### src/calc_params.svh
`ifndef CALC_PARAMS_SVH
`define CALC_PARAMS_SVH

// width of one stack value
`define CALC_DATA_W 8

// stack address and pointer width
`define CALC_ADDR_W 7

// entries in the stack memory
`define CALC_DEPTH 128

// pointer value of an empty stack
// the stack grows downward from this address
`define CALC_STACK_TOP 7'h7F

`endif

### src/calcDataPkg.sv
`include "calc_params.svh"

package calcDataPkg;

    // one entry on the stack
    typedef logic [`CALC_DATA_W-1:0] value_t;

    // memory address, also used for both pointers
    typedef logic [`CALC_ADDR_W-1:0] stackAddr_t;

    // command strobe code
    // cmdNone means no strobe in this cycle
    typedef enum logic [2:0] {
        cmdNone       = 3'd0,
        cmdPush       = 3'd1,
        cmdPop        = 3'd2,
        cmdAdd        = 3'd3,
        cmdSub        = 3'd4,
        cmdClear      = 3'd5,
        cmdBrowseUp   = 3'd6,
        cmdBrowseDown = 3'd7
    } cmd_t;

endpackage

### src/calcUcodePkg.sv
package calcUcodePkg;

    // microcode state, doubles as the ROM index
    typedef enum logic [4:0] {
        stWait    = 5'd0,
        stClear   = 5'd1,
        stPush    = 5'd2,
        stSprDec  = 5'd3,
        stDarTop  = 5'd4,
        stRequest = 5'd5,
        stLoad    = 5'd6,
        stPop     = 5'd7,
        stIncB    = 5'd8,
        stReqB    = 5'd9,
        stLoadB   = 5'd10,
        stIncA    = 5'd11,
        stReqA    = 5'd12,
        stLoadA   = 5'd13,
        stStore   = 5'd14,
        stDarDec  = 5'd15,
        stDarInc  = 5'd16
    } state_t;

    // stack pointer source
    typedef enum logic [1:0] {
        sprInit = 2'd0,
        sprDec  = 2'd1,
        sprInc  = 2'd2
    } sprSel_t;

    // display pointer source
    typedef enum logic [1:0] {
        darInit   = 2'd0,
        darSprInc = 2'd1,
        darDec    = 2'd2,
        darInc    = 2'd3
    } darSel_t;

    // value register source
    typedef enum logic [1:0] {
        valZero = 2'd0,
        valRead = 2'd1,
        valAlu  = 2'd2
    } valSel_t;

    // addrSel high puts the display pointer on the memory address
    typedef struct packed {
        sprSel_t sprSel;
        logic    sprLoad;
        darSel_t darSel;
        logic    darLoad;
        logic    addrSel;
    } ptrCtrl_t;

    typedef struct packed {
        valSel_t valSel;
        logic    valLoad;
        logic    opALoad;
        logic    opBLoad;
        logic    aluSub;
        logic    wrSelAlu;
    } valCtrl_t;

    typedef struct packed {
        logic cs;
        logic we;
    } memCtrl_t;

endpackage

### src/stackRam.sv
`timescale 1ns/1ps
`include "calc_params.svh"

module stackRam
    import calcDataPkg::*;
    import calcUcodePkg::*;
(
    input  logic       clk,
    input  memCtrl_t   memCtrl,
    input  stackAddr_t addr,
    input  value_t     wrData,
    output value_t     rdData
);

    value_t mem [`CALC_DEPTH];

    // single port
    // write when cs and we, otherwise a read registered for the next cycle
    always_ff @(posedge clk) begin
        if (memCtrl.cs) begin
            if (memCtrl.we) begin
                mem[addr] <= wrData;
            end else begin
                rdData <= mem[addr];
            end
        end
    end

endmodule

### src/stackPointers.sv
`timescale 1ns/1ps
`include "calc_params.svh"

module stackPointers
    import calcDataPkg::*;
    import calcUcodePkg::*;
(
    input  logic       clk,
    input  logic       arstN,
    input  ptrCtrl_t   ptrCtrl,
    output stackAddr_t addr,
    output stackAddr_t browseAddr,
    output logic       empty
);

    // spr points at the next free slot
    stackAddr_t spr;
    // dar points at the entry shown
    stackAddr_t dar;
    stackAddr_t sprNext;
    stackAddr_t darNext;

    always_comb begin
        case (ptrCtrl.sprSel)
            sprDec:  sprNext = spr - 1'b1;
            sprInc:  sprNext = spr + 1'b1;
            default: sprNext = `CALC_STACK_TOP;
        endcase
    end

    always_comb begin
        case (ptrCtrl.darSel)
            // top entry sits just above the free slot
            darSprInc: darNext = spr + 1'b1;
            darDec:    darNext = dar - 1'b1;
            darInc:    darNext = dar + 1'b1;
            default:   darNext = '0;
        endcase
    end

    always_ff @(posedge clk or negedge arstN) begin
        if (!arstN) begin
            spr <= `CALC_STACK_TOP;
            dar <= '0;
        end else begin
            if (ptrCtrl.sprLoad) begin
                spr <= sprNext;
            end
            if (ptrCtrl.darLoad) begin
                dar <= darNext;
            end
        end
    end

    assign addr       = ptrCtrl.addrSel ? dar : spr;
    assign browseAddr = dar;
    assign empty      = (spr == `CALC_STACK_TOP);

    // no wrap in either direction
    assert property (@(posedge clk) disable iff (!arstN)
        (ptrCtrl.sprLoad && ptrCtrl.sprSel == sprDec) |-> (spr != '0))
        else $error("stack pointer wrapped from 00 to 7F");

    assert property (@(posedge clk) disable iff (!arstN)
        (ptrCtrl.sprLoad && ptrCtrl.sprSel == sprInc) |-> (spr != `CALC_STACK_TOP))
        else $error("stack pointer wrapped from 7F to 00");

endmodule

### src/valueDatapath.sv
`timescale 1ns/1ps

module valueDatapath
    import calcDataPkg::*;
    import calcUcodePkg::*;
(
    input  logic     clk,
    input  logic     arstN,
    input  valCtrl_t valCtrl,
    input  value_t   switches,
    input  value_t   rdData,
    output value_t   value,
    output value_t   wrData
);

    // A is the minuend, B the old top
    value_t opA;
    value_t opB;
    value_t aluOut;
    value_t valNext;

    // both operands come straight from the memory read data
    always_ff @(posedge clk) begin
        if (valCtrl.opALoad) begin
            opA <= rdData;
        end
        if (valCtrl.opBLoad) begin
            opB <= rdData;
        end
    end

    // wraps modulo 256
    assign aluOut = valCtrl.aluSub ? (opA - opB) : (opA + opB);

    always_comb begin
        case (valCtrl.valSel)
            valRead: valNext = rdData;
            valAlu:  valNext = aluOut;
            default: valNext = '0;
        endcase
    end

    // shown value
    always_ff @(posedge clk or negedge arstN) begin
        if (!arstN) begin
            value <= '0;
        end else if (valCtrl.valLoad) begin
            value <= valNext;
        end
    end

    assign wrData = valCtrl.wrSelAlu ? aluOut : switches;

endmodule

### src/calcSequencer.sv
`timescale 1ns/1ps

module calcSequencer
    import calcDataPkg::*;
    import calcUcodePkg::*;
(
    input  logic     clk,
    input  logic     arstN,
    input  cmd_t     cmd,
    output ptrCtrl_t ptrCtrl,
    output valCtrl_t valCtrl,
    output memCtrl_t memCtrl,
    output logic     busy
);

    // one control word per state
    typedef struct packed {
        state_t   next;
        logic     fromCmd;
        ptrCtrl_t ptr;
        valCtrl_t val;
        memCtrl_t mem;
    } ucodeWord_t;

    localparam ptrCtrl_t ptrIdle    = '{sprInit, 1'b0, darInit, 1'b0, 1'b0};
    localparam ptrCtrl_t ptrSprDec  = '{sprDec, 1'b1, darInit, 1'b0, 1'b0};
    localparam ptrCtrl_t ptrSprInc  = '{sprInc, 1'b1, darInit, 1'b0, 1'b0};
    localparam ptrCtrl_t ptrDarAddr = '{sprInit, 1'b0, darInit, 1'b0, 1'b1};
    localparam valCtrl_t valIdle    = '{valZero, 1'b0, 1'b0, 1'b0, 1'b0, 1'b0};
    localparam memCtrl_t memIdle    = '{1'b0, 1'b0};
    localparam memCtrl_t memRead    = '{1'b1, 1'b0};
    localparam memCtrl_t memWrite   = '{1'b1, 1'b1};

    state_t     state;
    state_t     nextState;
    ucodeWord_t word;
    logic       subOp;

    // the microcode ROM
    function automatic ucodeWord_t romWord(input state_t s);
        case (s)
            stWait:    return '{stWait, 1'b1, ptrIdle, valIdle, memIdle};
            stClear:   return '{stWait, 1'b0, '{sprInit, 1'b1, darInit, 1'b1, 1'b0},
                                '{valZero, 1'b1, 1'b0, 1'b0, 1'b0, 1'b0}, memIdle};
            // push writes the switches at the free slot
            stPush:    return '{stSprDec, 1'b0, ptrIdle, valIdle, memWrite};
            // shared tail, point the display at the top and read it back
            stSprDec:  return '{stDarTop, 1'b0, ptrSprDec, valIdle, memIdle};
            stDarTop:  return '{stRequest, 1'b0, '{sprInit, 1'b0, darSprInc, 1'b1, 1'b1},
                                valIdle, memIdle};
            stRequest: return '{stLoad, 1'b0, ptrDarAddr, valIdle, memRead};
            stLoad:    return '{stWait, 1'b0, ptrDarAddr,
                                '{valRead, 1'b1, 1'b0, 1'b0, 1'b0, 1'b0}, memIdle};
            stPop:     return '{stDarTop, 1'b0, ptrSprInc, valIdle, memIdle};
            // fetch B, the old top
            stIncB:    return '{stReqB, 1'b0, ptrSprInc, valIdle, memIdle};
            stReqB:    return '{stLoadB, 1'b0, ptrIdle, valIdle, memRead};
            stLoadB:   return '{stIncA, 1'b0, ptrIdle,
                                '{valZero, 1'b0, 1'b0, 1'b1, 1'b0, 1'b0}, memIdle};
            // then A, the entry below it
            stIncA:    return '{stReqA, 1'b0, ptrSprInc, valIdle, memIdle};
            stReqA:    return '{stLoadA, 1'b0, ptrIdle, valIdle, memRead};
            stLoadA:   return '{stStore, 1'b0, ptrIdle,
                                '{valZero, 1'b0, 1'b1, 1'b0, 1'b0, 1'b0}, memIdle};
            // result overwrites A, then the push tail makes it the top
            stStore:   return '{stSprDec, 1'b0, ptrIdle,
                                '{valZero, 1'b0, 1'b0, 1'b0, 1'b1, 1'b1}, memWrite};
            stDarDec:  return '{stRequest, 1'b0, '{sprInit, 1'b0, darDec, 1'b1, 1'b1},
                                valIdle, memIdle};
            stDarInc:  return '{stRequest, 1'b0, '{sprInit, 1'b0, darInc, 1'b1, 1'b1},
                                valIdle, memIdle};
            default:   return '{stWait, 1'b0, ptrIdle, valIdle, memIdle};
        endcase
    endfunction

    assign word = romWord(state);

    // command entry only from the wait word
    always_comb begin
        nextState = word.next;
        if (word.fromCmd) begin
            case (cmd)
                cmdPush:        nextState = stPush;
                cmdPop:         nextState = stPop;
                cmdAdd, cmdSub: nextState = stIncB;
                cmdClear:       nextState = stClear;
                cmdBrowseUp:    nextState = stDarInc;
                cmdBrowseDown:  nextState = stDarDec;
                default:        nextState = stWait;
            endcase
        end
    end

    always_ff @(posedge clk or negedge arstN) begin
        if (!arstN) begin
            state <= stWait;
            subOp <= 1'b0;
        end else begin
            state <= nextState;
            // add and sub share one sequence, remember which one
            if (word.fromCmd && cmd != cmdNone) begin
                subOp <= (cmd == cmdSub);
            end
        end
    end

    assign ptrCtrl = word.ptr;
    assign memCtrl = word.mem;
    assign busy    = (state != stWait);

    // rom bit marks where the ALU result is used
    always_comb begin
        valCtrl        = word.val;
        valCtrl.aluSub = word.val.aluSub & subOp;
    end

    // a strobe during a command neither redirects it nor changes its operation
    assert property (@(posedge clk) disable iff (!arstN)
        (busy && cmd != cmdNone) |=> (state == $past(word.next)) && $stable(subOp))
        else $error("sequencer redirected by strobe while busy");

    assert property (@(posedge clk) disable iff (!arstN)
        state inside {[stWait:stDarInc]})
        else $error("sequencer state outside the microcode");

endmodule

### src/calcTop.sv
`timescale 1ns/1ps

module calcTop
    import calcDataPkg::*;
    import calcUcodePkg::*;
(
    input  logic       clk,
    input  logic       arstN,
    input  cmd_t       cmd,
    input  value_t     switches,
    output value_t     value,
    output stackAddr_t browseAddr,
    output logic       empty,
    output logic       busy
);

    ptrCtrl_t   ptrCtrl;
    valCtrl_t   valCtrl;
    memCtrl_t   memCtrl;
    stackAddr_t addr;
    value_t     wrData;
    value_t     rdData;

    calcSequencer i_calcSequencer (
        .clk     (clk),
        .arstN   (arstN),
        .cmd     (cmd),
        .ptrCtrl (ptrCtrl),
        .valCtrl (valCtrl),
        .memCtrl (memCtrl),
        .busy    (busy)
    );

    stackPointers i_stackPointers (
        .clk        (clk),
        .arstN      (arstN),
        .ptrCtrl    (ptrCtrl),
        .addr       (addr),
        .browseAddr (browseAddr),
        .empty      (empty)
    );

    valueDatapath i_valueDatapath (
        .clk      (clk),
        .arstN    (arstN),
        .valCtrl  (valCtrl),
        .switches (switches),
        .rdData   (rdData),
        .value    (value),
        .wrData   (wrData)
    );

    // stack storage, internal to the design
    stackRam i_stackRam (
        .clk     (clk),
        .memCtrl (memCtrl),
        .addr    (addr),
        .wrData  (wrData),
        .rdData  (rdData)
    );

endmodule

### config.mk
export PLATFORM = sky130hd
export DESIGN_NAME = calcTop
export DESIGN_NICKNAME = d
export VERILOG_FILES = /design/src/calcDataPkg.sv /design/src/calcUcodePkg.sv /design/src/stackRam.sv /design/src/stackPointers.sv /design/src/valueDatapath.sv /design/src/calcSequencer.sv /design/src/calcTop.sv
export VERILOG_INCLUDE_DIRS = /design/src /design/src/src
export SDC_FILE = /design/constraint.sdc
export NUM_CORES = 1
export LEC_CHECK = 0
export CAP_MARGIN = 20
export CELL_PAD_IN_SITES_DETAIL_PLACEMENT = 0
export CELL_PAD_IN_SITES_GLOBAL_PLACEMENT = 1
export CORE_UTILIZATION = 55
export CTS_CLUSTER_SIZE = 20
export DETAILED_ROUTE_END_ITERATION = 12
export DONT_BUFFER_PORTS = 1
export GPL_TIMING_DRIVEN = 0
export PLACE_DENSITY_LB_ADDON = 0.1
export SYNTH_ARGS = -nofsm -noshare
export SYNTH_HDL_FRONTEND = slang
export SYNTH_SLANG_ARGS = --single-unit
### constraint.sdc
create_clock -name clk -period 12 [get_ports clk]
set_clock_uncertainty 0.05 [all_clocks]
set_input_delay 0 -clock clk [delete_from_list [all_inputs] [get_ports clk]]
set_output_delay 0 -clock clk [all_outputs]
set_load 0.005 [all_outputs]
Yosys cells after proc, flatten, opt, wreduce, memory -nomap -nowiden

Memories as Yosys holds them, arrays and structs flattened. A register that Yosys moved wholly into a read port is not among the register bits.
Cells that the tools add are included.

Memories kept: 2
Bits in read-only memories: 640
Logic and storage cells: 48
Memory bits (writable): 1024
Register bits after elaboration: 44
Input port bits: 13
Latch bits: 0
Output and inout port bits: 17

Bitwise gates (word level): 2
$mul: 0
Reductions and logical operators: 5
Eq/ne operators: 15
Magnitude comparators: 0
Divide/modulo/power cells: 0
Multiplexer cells: 11
Shift-type cells: 0
$add $sub $neg: 6

Memories:

| name             | depth | width | read ports | clocked after Yosys merged registers in | wr ports | RTL line            | RTL |
|---|---|---|---|---|---|---|---|
| i_stackRam.mem   | 128   | 8     | 1          | 1                                       | 1        | stackRam.sv:15      | `` value_t mem [`CALC_DEPTH]; `` |
| (name not given) | 32    | 20    | 1          | 0                                       | 0        | calcSequencer.sv:41 | `case (s)` |

Operator list:

| kind                                                                | number |
|---|---|
| 5-bit one-hot mux with 6 select lines                               | 1 |
| 7-bit one-hot mux with 3 select lines                               | 1 |
| 8-bit two-way mux                                                   | 2 |
| 8-bit one-hot mux with 2 select lines                               | 1 |
| 7-bit by 1-bit adder with 7-bit output (second input constant)      | 2 |
| 7-bit one-hot mux with 2 select lines                               | 1 |
| 7-bit by 1-bit subtractor with 7-bit output (second input constant) | 2 |
| 3-bit == test (second input constant)                               | 4 |
| 8-bit adder                                                         | 1 |
| 2-bit == test (second input constant)                               | 4 |
| 8-bit subtractor                                                    | 1 |
| 7-bit == test (second input constant)                               | 1 |
| 7-bit two-way mux                                                   | 1 |
| 2-bit by 1-bit == test with 1-bit output (second input constant)    | 3 |
| 3-bit by 2-bit == test with 1-bit output (second input constant)    | 2 |
| 5-bit two-way mux                                                   | 1 |
| 5-bit nonzero test                                                  | 1 |
| 3-bit by 1-bit == test with 1-bit output (second input constant)    | 1 |
| 1-bit two-way mux                                                   | 3 |
| 3-bit nonzero test                                                  | 1 |
| 2-bit AND reduction                                                 | 1 |
| 2-bit OR reduction                                                  | 1 |
| 1-bit AND                                                           | 1 |
| 1-bit logical AND                                                   | 1 |
| 1-bit NOT                                                           | 1 |

Logic depth before layout (Yosys ltp)

Depth in word-level cells: 4
Gate-level depth with buffers: 16
Gate-level depth less buffers: 15

Hierarchy

From an unflattened synthesis, not the netlist that was laid out.

Cells, all modules: 2845
Area, all modules: 43978.4 um2

Modules (own cells, without submodules):

| module        | area each (um2) | times used | seq. area each (um2) | cells each |
|---|---|---|---|---|
| stackRam      | 40537.6         | 1          | 30989.7              | 2468 |
| valueDatapath | 1471.4          | 1          | 680.7                | 137 |
| stackPointers | 1278.7          | 1          | 359.1                | 154 |
| calcSequencer | 690.7           | 1          | 150.1                | 86 |

Worst setup path before layout

OpenSTA, ideal clock, no wires.

Path kind: register to register
Start point: register i_calcSequencer.state[0]
End point: memory i_stackRam.mem[0][5] (netlist bit) (data pin)
Setup time: 1227 ps
Data arrival time: 7669 ps
Required time: 10723 ps
Path buffers: 0
Setup slack: 3054 ps
Cell stages (with the launch flop): 14
Clock period less this slack: 8946 ps
Cells stage by stage: dfrtp_1 > inv_1 > ha_1 > nand2_1 > nor2_1 > nand2_1 > mux2i_1 > ha_1 > nor2b_1 > o21ai_0 > a21oi_1 > o21ai_0 > a21boi_0 > o31ai_1

Word-level cells in the longest chain between the ends: 4

RTL lines:

| element                        | RTL line             | RTL |
|---|---|---|
| start, declared                | calcSequencer.sv:34  | `state_t state;` |
| start signal, assigned         | calcSequencer.sv:96  | `state <= stWait;` |
| start signal, assigned         | calcSequencer.sv:99  | `state <= nextState;` |
| memory 32 x 20 bit (*)         | --                   |  |
| 1-bit AND                      | calcSequencer.sv:114 | `valCtrl.aluSub = word.val.aluSub & subOp;` |
| 8-bit two-way mux              | valueDatapath.sv:33  | `assign aluOut = valCtrl.aluSub ? (opA - opB) : (opA + opB);` |
| 8-bit two-way mux (*)          | valueDatapath.sv:52  | `assign wrData = valCtrl.wrSelAlu ? aluOut : switches;` |
| named net i_stackRam.wrData[5] | stackRam.sv:11       | `input value_t wrData,` |
| end, declared                  | stackRam.sv:15       |  |

The timed path passes the listed nets; every way through them passes the cells marked *.

Worst setup path in the final report

Start point: register i_calcSequencer.state[0]
End point: register i_stackRam.rdData[7], read port of i_stackRam.mem (data pin)

Word-level cells in the longest chain between the ends: 3
Elaborated cells on any way between the ends: 4
Those cells by class: mux: 1; bitwise: 1; reduce/logical: 1; memory: 1

RTL lines:

| element                              | RTL line       | RTL |
|---|---|---|
| memory 32 x 20 bit (*)               | --             |  |
| 1-bit NOT (no source line)           | --             |  |
| 2-bit AND reduction (no source line) | --             |  |
| end, declared                        | stackRam.sv:12 | `output value_t rdData` |

Every way passes the cells marked *; elsewhere a longest branch is shown, timed or not.
A chain may end at the register's enable or synchronous reset.

==> flow_metrics.tcl <==
set metrics [dict create \
    path_class "register to register" \
    routabilityCongestion 0.876 \
    ys_seq_area_share_pct 74.5 \
    seq_area_sq_um 32200 \
    antenna_found_initial 3 \
    period_needed_ps 6100 \
    crit_fanout 10 \
    grt_first_pass_wirelength_microns 161000 \
    status "complete, but fails checks" \
    ys_seq_elements 1076 \
    power.leakage_uw 0.0158 \
    cts-resized-gates 0 \
    hpwl_microns 80000 \
    avgViaCountPerCell 6.20 \
    dpl.cell_count 3723 \
    grt.overflow.total 0 \
    tns_ps 0 \
    syn-num-nets 2673 \
    min_path_type "input port to register" \
    dpl_cell_area_sq_um 45600 \
    n_fill_cell 5608 \
    numCtsBuffers 110 \
    pwr_density_cell_nw_per_um2 247 \
    slew_violations 0 \
    synth-main-ff-cell "edfxtp_1" \
    slew-limit-headroom_pct 21.4 \
    port-buffer-count 0 \
    tightest_slew_ps 1180 \
    grt_usage_pct 28.3 \
    vias 24400 \
    vdd_drop_max_mv 0.131 \
    cap_violations 0 \
    first_global_vias 24200 \
    multiInputGateArea_sq_um 10300 \
    violations "negative hold slack" \
    syn_area_sq_um 43200 \
    synth.distinct_cells 53 \
    fin_util_pct 63.3 \
    hold_viol 3 \
    cp-start-kind "register" \
    dieArea_sq_um 79700 \
    setup_viol_count_final 0 \
    chipWidth_microns 282 \
    final_common_cell "edfxtp_1" \
    rsz0062_at_grt "no" \
    cts-root-buf "clkbuf_16" \
    synth_warnings 0 \
    clkTransAtPathRegs_ps 60 \
    io_pins 30 \
    clockBufferDepth 3 \
    synth-edff-count 1048 \
    ys_async_sr_fraction_pct 2.60 \
    tritoncts "built" \
    arrival_ps 6400 \
    fin_area_sq_um 49100 \
    hold_ws_ps -5.58 \
    layout-drive-gt1-share_pct 9.83 \
    drc 0 \
    drtIter0Drc 2614 \
    worst-endpoint-required_ps 12300 \
    synth_area_per_cell_sq_um 16.4 \
    cts_setup_buffers 0 \
    synthCells 2633 \
    core.rowCount 102 \
    fmax_mhz 164 \
    wire_per_inst_microns 28.3 \
    fp.dieH_microns 282 \
    final_cell_count_no_fill 3942 \
    syn_to_final_growth_pct 13.7 \
    cts_max_level 3 \
    grt_max_degree 49 \
    core-area_sq_um 77600 \
    fin_crit_sh_pct 50.9 \
    initial_core_util_pct 55.7 \
    clock-sinks 1076 \
    clk_latency_ps 670 \
    nNetsFinal 2854 \
    ant_nets 0 \
    end_kind "register" \
    final_cell_mix "1048 x edfxtp_1, 514 x mux2i_1, 258 x o22ai_1" \
    drt_pass1_iterations 7 \
    routed_wl_microns 112000 \
]
-- repair_timing --
action	in CTS	in global routing
endpoints found under the setup margin	0	0
hold endpoints to repair	329	0
hold buffers	17	0
-- synthesized netlist by cell type, types with 3 or more instances --
library cell  instances  area [sq um]
mux2i_1             514          5140
nor2_1              156           586
a31oi_1               7          43.8
and3_1                3          18.8
dfrtp_1              21           526
nand2_1              57           214
o21ai_0             149           746
a41oi_1              32           280
o31ai_1               7          52.6
a22o_1                8          70.1
clkbuf_1             72           270
nor2b_1               4          25.0
a22oi_1               3          22.5
ha_1                 25           313
buf_1                24          90.1
a21oi_1              26           130
edfxtp_1           1048         31500
dfstp_2               7           184
xnor2_1              14           123
buf_6                 9           101
nor3b_1               4          30.0
o21ai_1               5          25.0
buf_4                15           113
nand3_1              11          55.1
nand2b_1             19           119
o21a_1                6          45.0
a211oi_1              3          22.5
o221ai_1              4          35.0
o22ai_1             258          1610
inv_1                25          93.8
xor2_1               10          87.6
buf_2                39           195
or3_1                 4          25.0
or4_1                 8          60.1
nor3_1               11          55.1
-- area by class of cell --
class | count | share of cell area [%]
Buffer | 159 | 1.57
Clock buffer | 145 | 5.91
Inverter | 27 | 0.206
Sequential cell | 1076 | 65.5
Multi-Input combinational cell | 1371 | 20.9
Timing Repair Buffer | 69 | 2.44
Clock inverter | 53 | 0.815
Antenna cell | 2 | 0.0102
Tap cell | 1040 | 2.65
-- metrics by stage --
stage	hold slack (ps)	power [uW]	setup slack, ps
5_1_grt	27.7	12500	5830
4_1_cts	3.96	12100	6010
3_3_place_gp	-345	8920	-4990
3_5_place_dp	-345	8980	6040
2_1_floorplan	-346	7310	3050
6_report	-5.58	12100	5900
-- where the power goes --
| part | switching, uW | leakage, uW | internal (uW) | total, uW |
|---|---|---|---|---|
| clock | 1380 | 0.00161 | 1780 | 3160 |
| combinational | 3000 | 0.00446 | 1540 | 4540 |
| sequential | 87.9 | 0.00977 | 4350 | 4440 |
-- logic make-up after synthesis --
group                      after synthesis  share of synthesized area, %
buffers and inverters                  186                          2.01
DFF                                   1076                          74.5
adders and majority gates               27                         0.816
and+or+nand+nor                        285                          2.88
AOI/OAI and AO/OA                      519                          7.39
xor gates and xnor gates                24                         0.486
muxes                                  516                          12.0
-- critical path, cell delays in order, from the launching register on --
cell and delay (ps):
dfrtp_1 530, inv_1 140, ha_1 320, nand2_1 120
nor2_1 80, nand2_2 170, inv_2 90, a31oi_4 320
nor3_1 100, a31oi_1 610, buf_2 580, clkbuf_1 590
o22ai_1 230, o21ai_0 690, a41oi_1 400, or4_1 770
-- worst paths after layout --
kind	startpoint	endpoint	slack [ps]	depth (start not counted)
setup / recovery	i_calcSequencer.state[0]	i_stackRam.rdData[7]	5900	15
hold / removal	switches[1]	i_stackRam.mem[108][1]	-6	2
setup reg to reg	i_calcSequencer.state[0]	i_stackRam.rdData[7]	5900	15
hold reg to reg	i_stackRam.rdData[7]	i_valueDatapath.opB[7]	450	0
max in group asynchronous	arstN	i_stackPointers.spr[5]	11260	4
min in group asynchronous	arstN	i_stackPointers.browseAddr[2]	390	4
-- routing by layer --
metal	GRT usage, %	up-vias	part of all wire, %
met1	38.5	12500	41
met2	46.9	958	49
li1	-	10800	-
met4	8.52	2	2.7
met5	0	-	0.012
met3	4.71	162	7.5
-- flip-flops by register name, indices dropped and copies added (netlist names) --
signal                      cells
i_stackRam.mem               1024
i_stackPointers.browseAddr      7
i_valueDatapath.value           8
i_stackPointers.spr             7
i_valueDatapath.opB             8
i_calcSequencer.state           5
i_stackRam.rdData               8
i_calcSequencer.subOp           1
i_valueDatapath.opA             8
(Power assumes the default switching activity.)
